## src/design/dbg_harness_pkg.sv

```systemverilog
`default_nettype none

package dbg_harness_pkg;

    // DMI side
    localparam int unsigned DMI_ADDR_W = 7;
    localparam int unsigned DMI_DATA_W = 32;

    // System bus side
    localparam int unsigned BUS_ADDR_W = 16;
    localparam int unsigned BUS_DATA_W = 64;
    localparam int unsigned BUS_BE_W   = BUS_DATA_W / 8;

    // Data memory window
    localparam logic [BUS_ADDR_W-1:0] DMEM_BASE  = 16'h4000;
    localparam int unsigned           DMEM_WORDS = 512;
    localparam int unsigned           DMEM_AW    = $clog2(DMEM_WORDS);
    localparam int unsigned           DMEM_OFS   = $clog2(BUS_BE_W); // Byte offset bits
    localparam logic [BUS_ADDR_W-1:0] DMEM_LAST  =
        DMEM_BASE + BUS_ADDR_W'(DMEM_WORDS * BUS_BE_W - 1);

    // Lost access detection
    localparam int unsigned SBA_TIMEOUT = 16;
    localparam int unsigned SBA_CNT_W   = $clog2(SBA_TIMEOUT + 1);

    // DMI register map
    localparam logic [DMI_ADDR_W-1:0] ADDR_SBCS    = 7'h38;
    localparam logic [DMI_ADDR_W-1:0] ADDR_SBADDR  = 7'h39;
    localparam logic [DMI_ADDR_W-1:0] ADDR_SBDATA0 = 7'h3C;
    localparam logic [DMI_ADDR_W-1:0] ADDR_SBDATA1 = 7'h3D;

    localparam logic [2:0] SIZE_32     = 3'd2;
    localparam logic [2:0] ERR_NONE    = 3'd0;
    localparam logic [2:0] ERR_TIMEOUT = 3'd1;

    typedef enum logic [1:0] {
        DMI_NOP,
        DMI_READ,
        DMI_WRITE
    } dmi_op_e;

    typedef struct packed {
        dmi_op_e               op;
        logic [DMI_ADDR_W-1:0] addr;
        logic [DMI_DATA_W-1:0] data;
    } dmi_req_t;

    typedef struct packed {
        logic       busyerror;
        logic       busy;
        logic       readonaddr;
        logic [2:0] access;
        logic [2:0] error;
    } sbcs_t;

    typedef struct packed {
        logic                  we;
        logic [BUS_ADDR_W-1:0] addr;
        logic [BUS_BE_W-1:0]   be;
        logic [BUS_DATA_W-1:0] wdata;
    } bus_req_t;

    typedef struct packed {
        logic [BUS_DATA_W-1:0] rdata;
    } bus_rsp_t;

    typedef struct packed {
        logic                  start;
        logic                  write;
        logic [BUS_ADDR_W-1:0] addr;
        logic [2:0]            size;
        logic [BUS_DATA_W-1:0] data;
    } sba_cmd_t;

    typedef struct packed {
        logic                  done;
        logic                  err;
        logic [BUS_DATA_W-1:0] rdata;
    } sba_done_t;

endpackage

`default_nettype wire

```

## src/design/sba_regs.sv

```systemverilog
`timescale 1ns/1ps
`default_nettype none

module sba_regs import dbg_harness_pkg::*; (
    input  logic                  clk_i,
    input  logic                  arst_n_i,
    input  logic                  dmi_req_i,
    input  logic                  dmi_wr_i,
    input  logic [DMI_ADDR_W-1:0] dmi_addr_i,
    input  logic [DMI_DATA_W-1:0] dmi_wdata_i,
    output logic [DMI_DATA_W-1:0] dmi_rdata_o,
    output sba_cmd_t              cmd_o,
    input  sba_done_t             done_i
);

    dmi_req_t              dmi;
    sbcs_t                 sbcs_q;
    logic [BUS_ADDR_W-1:0] sbaddr_q;
    logic [DMI_DATA_W-1:0] sbdata0_q;
    logic [DMI_DATA_W-1:0] sbdata1_q;
    logic [DMI_DATA_W-1:0] rdata_q;
    logic [DMI_DATA_W-1:0] rd_mux;

    // Command held towards the FSM
    logic                  start_q;
    logic                  cmd_write_q;
    logic [BUS_ADDR_W-1:0] cmd_addr_q;
    logic [2:0]            cmd_size_q;
    logic [BUS_DATA_W-1:0] cmd_data_q;

    logic                  wr_en;
    logic                  bus_wr;
    logic                  busy_hit;
    logic                  start_wr;
    logic                  start_rd;
    logic                  launch;
    logic [BUS_ADDR_W-1:0] launch_addr;
    logic [BUS_DATA_W-1:0] launch_data;

    assign dmi.op   = dmi_req_i ? (dmi_wr_i ? DMI_WRITE : DMI_READ) : DMI_NOP;
    assign dmi.addr = dmi_addr_i;
    assign dmi.data = dmi_wdata_i;

    assign wr_en    = (dmi.op == DMI_WRITE);
    assign bus_wr   = wr_en && (dmi.addr == ADDR_SBADDR || dmi.addr == ADDR_SBDATA0 ||
                                dmi.addr == ADDR_SBDATA1);
    assign busy_hit = bus_wr && sbcs_q.busy;
    assign start_wr = wr_en && !sbcs_q.busy && (dmi.addr == ADDR_SBDATA0);
    assign start_rd = wr_en && !sbcs_q.busy && (dmi.addr == ADDR_SBADDR) && sbcs_q.readonaddr;
    assign launch   = start_wr || start_rd;

    // Reads take the fresh address, writes the stored one
    assign launch_addr = (dmi.addr == ADDR_SBADDR) ? dmi.data[BUS_ADDR_W-1:0] : sbaddr_q;

    always_comb begin
        if (sbcs_q.access == SIZE_32) begin
            launch_data = launch_addr[2] ? {dmi.data, {DMI_DATA_W{1'b0}}}
                                         : {{DMI_DATA_W{1'b0}}, dmi.data};
        end else begin
            launch_data = {sbdata1_q, dmi.data};
        end
    end

    always_comb begin
        rd_mux = '0;
        case (dmi.addr)
            ADDR_SBCS: begin // Debug spec bit positions
                rd_mux[22]    = sbcs_q.busyerror;
                rd_mux[21]    = sbcs_q.busy;
                rd_mux[20]    = sbcs_q.readonaddr;
                rd_mux[19:17] = sbcs_q.access;
                rd_mux[14:12] = sbcs_q.error;
            end
            ADDR_SBADDR:  rd_mux[BUS_ADDR_W-1:0] = sbaddr_q;
            ADDR_SBDATA0: rd_mux = sbdata0_q;
            ADDR_SBDATA1: rd_mux = sbdata1_q;
            default:      rd_mux = '0;
        endcase
    end

    always_ff @(posedge clk_i or negedge arst_n_i) begin
        if (!arst_n_i) begin
            sbcs_q  <= '{error: ERR_NONE, default: '0};
            start_q <= 1'b0;
            rdata_q <= '0;
        end else begin
            start_q <= launch;
            if (done_i.done) begin
                sbcs_q.busy <= 1'b0;
                if (done_i.err) sbcs_q.error <= ERR_TIMEOUT;
            end
            if (launch) sbcs_q.busy <= 1'b1;
            if (busy_hit) sbcs_q.busyerror <= 1'b1;
            if (wr_en && dmi.addr == ADDR_SBCS) begin
                sbcs_q.readonaddr <= dmi.data[20];
                sbcs_q.access     <= dmi.data[19:17];
                if (dmi.data[22]) sbcs_q.busyerror <= 1'b0; // Write one to clear
                if (|dmi.data[14:12]) sbcs_q.error <= ERR_NONE;
            end
            if (dmi.op == DMI_READ) rdata_q <= rd_mux;
        end
    end

    always_ff @(posedge clk_i) begin
        if (bus_wr && !sbcs_q.busy) begin
            case (dmi.addr)
                ADDR_SBADDR:  sbaddr_q  <= dmi.data[BUS_ADDR_W-1:0];
                ADDR_SBDATA0: sbdata0_q <= dmi.data;
                default:      sbdata1_q <= dmi.data;
            endcase
        end
        if (done_i.done && !done_i.err && !cmd_write_q) begin
            if (cmd_size_q == SIZE_32) begin
                sbdata0_q <= cmd_addr_q[2] ? done_i.rdata[63:32] : done_i.rdata[31:0];
            end else begin
                sbdata0_q <= done_i.rdata[31:0];
                sbdata1_q <= done_i.rdata[63:32];
            end
        end
        if (launch) begin
            cmd_write_q <= start_wr;
            cmd_addr_q  <= launch_addr;
            cmd_size_q  <= sbcs_q.access;
            cmd_data_q  <= launch_data;
        end
    end

    assign cmd_o = '{start: start_q, write: cmd_write_q, addr: cmd_addr_q,
                     size: cmd_size_q, data: cmd_data_q};
    assign dmi_rdata_o = rdata_q;

endmodule

`default_nettype wire

```

## config.mk

```make
export PLATFORM = sky130hd
export DESIGN_NAME = sba_regs
export DESIGN_NICKNAME = d
export VERILOG_FILES = /design/src/design/dbg_harness_pkg.sv /design/src/design/sba_regs.sv
export SDC_FILE = /design/constraint.sdc
export NUM_CORES = 1
export LEC_CHECK = 0
export BUFFER_PORTS_ARGS = -buffer_cell sky130_fd_sc_hd__buf_2
export CAP_MARGIN = 0
export CORE_MARGIN = 2
export CORE_UTILIZATION = 48
export DETAILED_ROUTE_END_ITERATION = 10
export PLACE_DENSITY = 0.76
export SLEW_MARGIN = 20
export SYNTH_ARGS = -nofsm -noshare
export SYNTH_HDL_FRONTEND = slang
export SYNTH_SLANG_ARGS = --single-unit
```

## constraint.sdc

```tcl
create_clock -name clk_i -period 11.42 [get_ports clk_i]
set_input_delay 1.713 -clock clk_i [delete_from_list [all_inputs] [get_ports clk_i]]
set_output_delay 1.713 -clock clk_i [all_outputs]
set_load 0.02 [all_outputs]
```

== Word-level counts from Yosys, hierarchy flattened ==
Index checks and enable logic that the tools add are counted.
Operators by class
  equal/unequal tests: 8
  mux-type cells: 29
  reduce and logical (&&, ||, !) cells: 22
Operators with widths (count)
  $mux W32: 9
  $mux W64: 2
  $pmux W12 S3: 1
  $eq A7 B6 Y1 const B: 4
  $pmux W6 S3: 1
  $pmux W9 S2: 1
  $mux W16: 1
  $mux W3: 4
  $pmux W3 S4: 1
  $logic_and A1 B1 Y1: 10
  $eq A3 B2 Y1 const B: 2
  $reduce_bool A2 Y1: 3
  $mux W1: 5
  $mux W2: 2
  $logic_not A1 Y1: 3
  $logic_or A1 B1 Y1: 3
  $pmux W1 S3: 1
  $reduce_or A3 Y1: 1
  $eq A2 B1 Y1 const B: 1
  $eq A2 B2 Y1 const B: 1
  $pmux W1 S2: 1
  $reduce_and A2 Y1: 1
  $reduce_or A2 Y1: 1
Word-level totals
  flip-flop bits (word level): 206
  output and inout bits: 117
  logic and storage cells: 73

== Depth between registers and ports, before layout ==
Gate-level depths: netlist of the first run.
  word-level depth: 8
  gate-level depth with buffers: 7
  gate-level depth less buffers: 4

== Worst setup path after synthesis of the first run ==
OpenSTA, ideal clock, no wires.
  kind: input -> register
  start: in dmi_addr_i[6]
  end: reg start_q
  data arrival time: 11.303 ns
  required time: 10.372 ns
  path slack: -0.931 ns
  stages on the path: 3
  path buffers: 1
  path through: nand4b_4 > buf_4 > a2111oi_1
Between the ends
  cells in the longest elaborated chain, start to end: 4
  elaborated cells on any way between the ends: 6
RTL lines
  from (decl): line sba_regs.sv:9  | input logic [DMI_ADDR_W-1:0] dmi_addr_i,
  $eq A7 B6 Y1: line sba_regs.sv:49  | assign start_rd = wr_en && !sbcs_q.busy && (dmi.addr == ADDR_SBADDR) && sbcs_q.readonaddr;
  $logic_and A1 B1 Y1 (2 in series): line sba_regs.sv:49
  $logic_or A1 B1 Y1 *: line sba_regs.sv:50  | assign launch = start_wr || start_rd;
  named net launch: line sba_regs.sv:36  | logic launch;
  to (signal assigned): line sba_regs.sv:87  | start_q <= launch;
  to (decl): line sba_regs.sv:25  | logic start_q;
The timed path passes the listed nets; every way through them passes the cells marked *.
A chain may end at the register's enable or synchronous reset.

== Final worst setup path of the first run ==
  start: in dmi_wr_i
  end: reg rdata_q[1], in the netlist dmi_rdata_o[1]
Between the ends
  cells in the longest elaborated chain, start to end: 3
RTL lines
  from (decl): line sba_regs.sv:8  | input logic dmi_wr_i,
  $mux W2 (2 in series): line sba_regs.sv:40  | assign dmi.op = dmi_req_i ? (dmi_wr_i ? DMI_WRITE : DMI_READ) : DMI_NOP;
  $eq A2 B1 Y1: line sba_regs.sv:100  | if (dmi.op == DMI_READ) rdata_q <= rd_mux;
  to (signal assigned): line sba_regs.sv:100
  to (decl): line sba_regs.sv:21  | logic [DMI_DATA_W-1:0] rdata_q;
No other way between the ends.

==> out/results.txt, run 1 <==
Synth Net Count: 896
Setup TNS: 0 ns
Row count: 49
Top FF cell, synth: edfxtp_1
CTS hold repair buffers: 0
Nets: 1100
RSZ-0062 raised after global routing: no
EDFF count, synth: 132
Hold crit path type: flop to flop
Setup violators final: 0
Starting density of the core: 49.4%
Cell Area, Synth: 0.00894 mm^2
Vias in the first global route: 6917
DR vias: 7014
Setup Skew: 0.00874 ns
Vias per cell: 5.67
Worst path arrival time: 3.96 ns
CTS tree: yes
CP max stage delay: 0.68 ns
CP Capture Type: flop
IO buf count: 225
Die Height: 140 um
Ratio of cells with drive above 1 in the final layout: 31.4%
Static Leak: 0.00432 uW
Pins over their slew limit: 0
Worst Tran Pin Value: 1.04 ns
Flop-to-flop setup slack: 8.92 ns
CP Data Required Time: 11.82 ns
Area Growth Syn to Fin: 24.4%
Synth Instances: 787
Post-Route WL: 25000 um
Tcrit/Tclk final: 31.2%
Worst Hold End: dmi_rdata_o[24]
Min Tclk post-route: 3.57 ns
Finished Core Util: 61.5%
Clock-pin transition on the worst setup and hold timing paths: 0.06 ns
Grt ovf: 0
Reg2reg end: sbdata0_q[0]
Max clock buf depth: 3
Synth warn: 0
Post-synthesis async set-or-reset flop share: 20.4%
Power density over the cells: 153 mW/mm^2
Crit-path cells: buf_2 -> nand2b_2 -> nor3_1 -> nand2_1 -> o21ai_0
Clock latency on the worst-skew pair: 0.50 ns
Core Box Area: 0.0181 mm^2
Avg Inst Size Synth: 11.4 um^2
FMAX: 0.280 GHz
WL/cell: 20.2 um
Total track usage: 24.7%
Die Wd: 140 um
# DRC: 0
Htree depth: 1
DRT antenna net count: 0
Hold path depth: 2
Worst Path Class, Setup: input port to flop
Max_slew headroom: 30.7%
Status: finished, final reports clean
CTS sink cnt: 206
Final Hold Fails: 0
Register area share after synthesis: 63.3%
Post-CTS Resized: 0
Worst Path Max Fanout: 46
First-pass GRT wire length: 38000 um
Reg2reg start: cmd_size_q[0]
Worst path slowest cell: nand2b_2
First-pass DRT Iterations: 5
Detailed placement HPWL: 15800 um
Cts bufs inserted: 22
Initial antenna violation count: 1
Max-capacitance violation count: 0
Synth Register Bits: 206
Setup Fix Bufs, Post-CTS: 0
Worst IR Drop VDD: 0.000102 V
Gpl congestion: 0.799
R2r worst-path depth: 5
Synth unique cells: 46
Startpoint Class: input port
DIE AREA: 0.0197 mm^2
Hold path start: dmi_rdata_o[24]
Root buf cell: clkbuf_16
Pin count of the biggest net entering global routing: 67
Io pins: 226
Drt initial violations: 551
cells by family after synthesis:
family	Yosys count	synth area share (%)
DFF	206	63.3
and+or+nand+nor	275	14.2
buffers and inverters	58	2.94
muxes	55	6.43
AOI/OAI and AO/OA	193	13.1
placed cells by master, fill, tap and decap left out, types with 3 or more instances in the layout:
master and instances:
dfrtp_1 42, buf_2 224, clkinvlp_4 3, bufinv_16 5
nand2_1 144, a31oi_1 32, buf_4 11, dfxtp_1 32
nand2b_1 3, o21ai_0 36, edfxtp_1 132, mux2i_1 35
o21ai_1 29, nor2_1 67, clkbuf_8 3, a22oi_1 50
clkbuf_16 23, clkinv_2 4, and2_1 33, mux2_2 19
a21oi_1 34
power by group:
group	switching, uW	total [uW]	internal [uW]
combinational	56.7	93.9	37.2
clock	296	797	500
sequential	8.51	812	804
total	362	1700	1340
how the worst max path moves through the flow:
stage                             start              to  depth (start not counted)
after global routing      dmi_addr_i[6]  cmd_data_q[53]                          7
after detailed placement  dmi_addr_i[6]  cmd_data_q[53]                          7
final                          dmi_wr_i  dmi_rdata_o[1]                          5
after CTS                      dmi_wr_i  dmi_rdata_o[1]                          5
after floorplan           dmi_addr_i[6]         start_q                          3
after global placement    dmi_addr_i[6]  cmd_data_q[63]                          6
routing by layer:
layer | GRT usage (%) | up-vias | share of wire (%)
met1 | 33.0 | 3379 | 41
li1 | - | 3259 | -
met2 | 41.5 | 329 | 49
met5 | 0 | - | 0
met3 | 3.76 | 47 | 7.0
met4 | 8.40 | 0 | 2.6
stage by stage:
step	cells	setup slack [ns]	hold slack, ns	area [um^2]	total power (uW)
6_report	1237	7.85	0.477	11100	1700
5_1_grt	1237	7.78	0.508	11100	1750
4_1_cts	1236	7.85	0.478	11100	1710
3_5_place_dp	1196	7.37	0.461	10300	920
3_3_place_gp	1195	7.11	0.460	10300	916
2_1_floorplan	787	3.55	0.453	8940	872
layout make-up:
cell class,count,area (um^2)
multi-input combinational,523,3110
fill,1445,6970
inverter,2,7.51
tap,229,287
antenna,1,2.50
clock buffer,27,621
timing repair buffer,236,1230
sequential,206,5660
clock inverter,13,201
state kept, by name, summed over array words and instances, names as in the netlist:
| name | count |
|---|---|
| cmd_data_q | 64 |
| dmi_rdata_o | 32 |
| sbdata0_q | 32 |
| sbdata1_q | 32 |
| cmd_addr_q | 16 |
| sbaddr_q | 16 |
| sbcs_q | 9 |
| cmd_size_q | 3 |
| cmd_write_q | 1 |
| start_q | 1 |
critical path: cells and delay by family:
family | cells | cell delay, ns
and+or+nand+nor | 3 | 1.80
buffers and inverters | 1 | 0.11
AOI/OAI and AO/OA | 1 | 0.32
cells in the mapped netlist, types with 2 or more instances:
cell type  instances  area share [%]
buf_2             15            0.84
a22o_1             2            0.20
edfxtp_1         132              44
nand2_1          144             6.0
o21ai_1           30             1.7
dfrtp_1           42              12
and2_1            33             2.3
a22oi_1           50             4.2
nor2_1            67             2.8
mux2_2            19             2.4
nand3b_1           2            0.17
nor4_1             2            0.14
and3b_1            2            0.20
buf_4              7            0.59
clkbuf_1          32             1.3
a31oi_1           32             2.2
o22ai_1            2            0.14
inv_1              2           0.084
buf_1              2           0.084
or2_2              2            0.14
nand2b_1           4            0.28
mux2i_1           36             4.0
a21oi_1           34             1.9
nor3_1             2            0.11
o21ai_0           36             2.0
and3_1             3            0.21
nor3b_1            2            0.17
nor4_2             2            0.28
dfxtp_1           32             7.2
No activity file was read; power rests on OpenSTA's default activity.
==> inputs of run 2 (changes only) <==
CORE_UTILIZATION = 53   (was 48)
PLACE_DENSITY = 0.8   (was 0.76)
clock period = 3.3 ns   (was 11.42 ns; I/O delays follow)
==> out/results.txt, run 2 (synthesized netlist as in run 1, its figures left out) <==
Htree depth: 1
CP max stage delay: 0.55 ns
Pins over their slew limit: 0
Setup violators final: 0
CTS tree: yes
Starting density of the core: 54.1%
Met1 Use GR: 34.9%
Clock latency on the worst-skew pair: 0.50 ns
Area Growth Syn to Fin: 24.5%
GRT met3 Usage: 4.61%
Startpoint Class: flop
Worst Path Max Fanout: 64
Max reg flops: 64
Post-Route WL: 24700 um
Delay-heaviest family, CP: simple AND/OR/NAND/NOR gates
GRT met2 Usage: 46.1%
Hold Slack: 0.0122 ns
Power density over the cells: 514 mW/mm^2
Final Hold Fails: 0
Setup Skew: 0.0133 ns
Max_slew headroom: 30.6%
Hold crit path type: input port to asynchronous set/reset pin
Final-layout fill cell count: 1268
Worst path arrival time: 2.64 ns
Initial antenna violation count: 2
Nets: 1108
DR vias: 7172
Status: finished, final reports clean
Root buf cell: clkbuf_16
CP Capture Type: flop
Post-CTS Resized: 0
Worst path slowest cell: nor3b_2
Worst path bufs/invs: 2
Worst IR Drop VDD: 0.000366 V
Cts bufs inserted: 22
Commonest non-fill, non-tap cells in the layout: 224 x buf_2, 144 x nand2_1, 132 x edfxtp_1
Row count: 47
First-pass DRT Iterations: 6
Detailed placement HPWL: 16200 um
Core Box Area: 0.0165 mm^2
Clock-pin transition on the worst setup and hold timing paths: 0.06 ns
Tot Pwr: 5720 uW
Total track usage: 27.3%
Io pins: 226
Setup Fix Bufs, Post-CTS: 0
Gpl congestion: 0.857
DRT antenna net count: 0
Vias in the first global route: 7035
Drt initial violations: 704
Max-capacitance violation count: 0
Most common cell after layout, fill and taps aside: buf_2
First-pass GRT wire length: 37800 um
Setup TNS: 0 ns
Pin count of the biggest net entering global routing: 65
CTS sink cnt: 206
Tcrit/Tclk final: 70.0%
# DRC: 0
Max clock buf depth: 3
DIE AREA: 0.0179 mm^2
Static Leak: 0.00434 uW
IO buf count: 225
Worst Path Class, Setup: flop to flop
WL/cell: 20.0 um
Crit-path cells: nor3b_2 -> buf_4 -> o21ai_4 -> buf_4 -> nor2_1 -> a31oi_1
CP Data Required Time: 3.63 ns
Ratio of cells with drive above 1 in the final layout: 31.3%
Top reg by flops: cmd_data_q
Grt ovf: 0
Die Wd: 134 um
Min Tclk post-route: 2.31 ns
Global route hottest layer: met2
CTS hold repair buffers: 0
RSZ-0062 raised after global routing: no
Critical path's most frequent cell: buf_4
Vias per cell: 5.80
Finished Core Util: 67.3%
Worst Tran Pin Value: 1.04 ns
FMAX: 0.433 GHz
Die Height: 134 um
-- run 2: changes by cell type in the layout (fill, tap and decap cells not counted), sizes merged --
cell      before  now
buf          236  244
clkinv         5    8
clkinvlp       3    0
bufinv         5    3
clkbuf        27   29
diode          1    2
-- run 2: worst paths after layout --
check                           cells past startpoint               to  slack (ns)       startpoint
worst min register to register                      2  dmi_rdata_o[12]        0.47  dmi_rdata_o[12]
worst min-delay path                                1  dmi_rdata_o[25]        0.01         arst_n_i
worst max-delay path                                6     sbdata1_q[8]        0.99      cmd_write_q
worst max register to register                      6     sbdata1_q[8]        0.99      cmd_write_q
min in group clk_i                                  2        sbcs_q[7]        0.20       done_i[65]
max in group asynchronous                           1   dmi_rdata_o[8]        2.88         arst_n_i
-- run 2: worst reg2reg max path, stage by stage, from the launching register on --
cell and delay [ns]:
edfxtp_1 0.47, nor3b_2 0.55, buf_4 0.36, o21ai_4 0.08, buf_4 0.34, nor2_1 0.27
a31oi_1 0.07
-- run 2: cell type report --
class                           instances  area [um^2]  share of cell area [%]
Antenna cell                            2         5.00                  0.0450
Clock buffer                           29          628                    5.64
Clock inverter                         11          141                    1.27
Inverter                                2         7.51                  0.0675
Multi-Input combinational cell        523         3110                    27.9
Sequential cell                       206         5660                    50.8
Tap cell                              220          275                    2.47
Timing Repair Buffer                  244         1310                    11.8
-- run 2: stage by stage --
step | cells | setup slack, ns | area [um^2]
3_5_place_dp | 1195 | 0.802 | 10400
5_1_grt | 1237 | 0.833 | 11100
6_report | 1237 | 0.989 | 11100
4_1_cts | 1235 | 1.07 | 11100
2_1_floorplan | 787 | -0.957 | 8960
3_3_place_gp | 1195 | 0.841 | 10400
-- run 2: power breakdown --
group | switching (uW) | internal [uW]
Sequential | 30.9 | 2780
Clock | 1010 | 1580
Combinational | 195 | 131
Total | 1230 | 4490
-- run 2: metal layers --
metal  share of wire [%]  wire length, um  vias up
li1                    -                -     3281
met1                  38             9460     3395
met2                  49            12100      427
met3                 9.1             2260       69
met4                 3.6              895        0
met5                   0                0        -
==> inputs of run 3 (changes only) <==
clock period = 2.27 ns   (was 3.3 ns; I/O delays follow)
==> out/results.txt, run 3 (synthesized netlist as in run 1, its figures left out) <==
Status: finished, final reports clean
Io pins: 226
Max clock buf depth: 3
CP Capture Type: flop
DR top layer: met4
Vias in the first global route: 7040
Top reg by flops: cmd_data_q
Row count: 47
Worst IR Drop VDD: 0.000570 V
Pins over their slew limit: 0
Die Height: 134 um
Max_slew headroom: 36.2%
Detailed placement HPWL: 16500 um
CP Data Required Time: 2.49 ns
First-pass DRT Iterations: 5
Initial antenna violation count: 2
WL met2: 11900 um
Flop-to-flop setup slack: 0.26 ns
Setup Skew: 0.00837 ns
Clock latency on the worst-skew pair: 0.48 ns
Post-Layout Inst Area: 0.0112 mm^2
Pin count of the biggest net entering global routing: 59
Max reg flops: 64
Hold path depth: 2
Cts bufs inserted: 21
CP max stage delay: 0.40 ns
DRT antenna net count: 0
CTS tree: yes
Tot Pwr: 7900 uW
Clock-pin transition on the worst setup and hold timing paths: 0.06 ns
Most common cell after layout, fill and taps aside: buf_2
Worst Tran Pin Value: 0.954 ns
FMAX: 0.499 GHz
Commonest non-fill, non-tap cells in the layout: 225 x buf_2, 144 x nand2_1, 132 x edfxtp_1
Starting density of the core: 54.1%
Grt ovf: 0
Setup TNS: 0 ns
Setup Fix Bufs, Post-CTS: 0
Total track usage: 26.9%
CTS sink cnt: 206
Final Hold Fails: 0
DIE AREA: 0.0179 mm^2
Placed Area: 0.0105 mm^2
Die Wd: 134 um
Gpl congestion: 0.836
Tcrit/Tclk final: 88.4%
Drt initial violations: 718
Met3 wire len: 2200 um
Finished Core Util: 67.8%
IO buf count: 225
Core Box Area: 0.0165 mm^2
Worst Path Class, Setup: flop to flop
Static Leak: 0.00438 uW
Nets: 1121
RSZ-0062 raised after global routing: no
Post-Place Worst Slack: 0.228 ns
First-pass GRT wire length: 37200 um
Met1 Wirelength: 9580 um
Power density over the cells: 705 mW/mm^2
WL/cell: 19.7 um
Setup ws final: 0.264 ns
Hold crit path type: input port to flop
Vias per cell: 5.80
Worst Path Max Fanout: 25
Worst path slowest cell: nor3b_2
# DRC: 0
Htree depth: 1
Min Tclk post-route: 2.01 ns
R2r worst-path depth: 5
Setup violators final: 0
Startpoint Class: flop
Post-Route WL: 24500 um
Worst path arrival time: 2.23 ns
Crit-path cells: nand2b_1 -> nor3b_2 -> buf_12 -> mux2i_1 -> a21oi_1
DR vias: 7240
Max-capacitance violation count: 0
Area Growth Syn to Fin: 25.3%
Ratio of cells with drive above 1 in the final layout: 31.7%
Root buf cell: clkbuf_16
[run 3: cell types whose count changed in the layout (fill, tap and decap cells not counted), moves of 2 or more]
| cell | previous run | this run |
|---|---|---|
| clkbuf_8 | 3 | 1 |
| clkinv_1 | 3 | 1 |
| clkbuf_1 | 3 | 9 |
| clkbuf_16 | 23 | 21 |
| buf_12 | 3 | 9 |
| buf_4 | 17 | 23 |
[run 3: final timing paths]
kind / start / to
max: cmd_size_q[0] / sbdata0_q[0]
min: done_i[65] / sbcs_q[7]
max reg2reg: cmd_size_q[0] / sbdata0_q[0]
min reg2reg: dmi_rdata_o[25] / dmi_rdata_o[25]
max in group asynchronous: arst_n_i / sbcs_q[3]
min in group asynchronous: arst_n_i / dmi_rdata_o[29]
[run 3: cell type report]
cell class / count / area [um^2]
sequential: 206 / 5660
fill: 1217 / 5320
multi-input combinational: 523 / 3120
timing repair buffer: 258 / 1490
clock buffer: 31 / 573
tap: 220 / 275
clock inverter: 6 / 78.8
inverter: 2 / 7.51
antenna: 2 / 5.00
[run 3: report_power, final]
part	switching [uW]	internal [uW]	leakage, uW
clock	1350	1970	0.000318
sequential	46.3	4040	0.00203
combinational	285	201	0.00203
total	1680	6220	0.00438
[run 3: routing by layer]
| metal | track usage [%] | vias to the layer above |
|---|---|---|
| li1 | - | 3302 |
| met4 | 10.0 | 0 |
| met2 | 44.9 | 444 |
| met1 | 36.0 | 3433 |
| met5 | 0 | - |
| met3 | 4.01 | 61 |
[run 3: worst max-delay path, delay by kind of cell, from the launching register on]
family / cells / cell delay [ns]
compound gates: 1 / 0.10
buf+inv: 1 / 0.31
flops: 1 / 0.39
mux: 1 / 0.31
simple gates: 2 / 0.62
[run 3: metrics by stage]
stage	std cells	hold slack (ns)
after floorplan	787	0.0449
after global placement	1208	0.381
after detailed placement	1208	0.379
after CTS	1246	0.0364
after global routing	1248	0.0493
final	1248	0.0457
[run 3: repair_timing]
action	CTS	global route
gates resized for setup	0	0
hold buffers	1	0
endpoints found under the hold margin	21	0
endpoints found under the setup margin	0	0
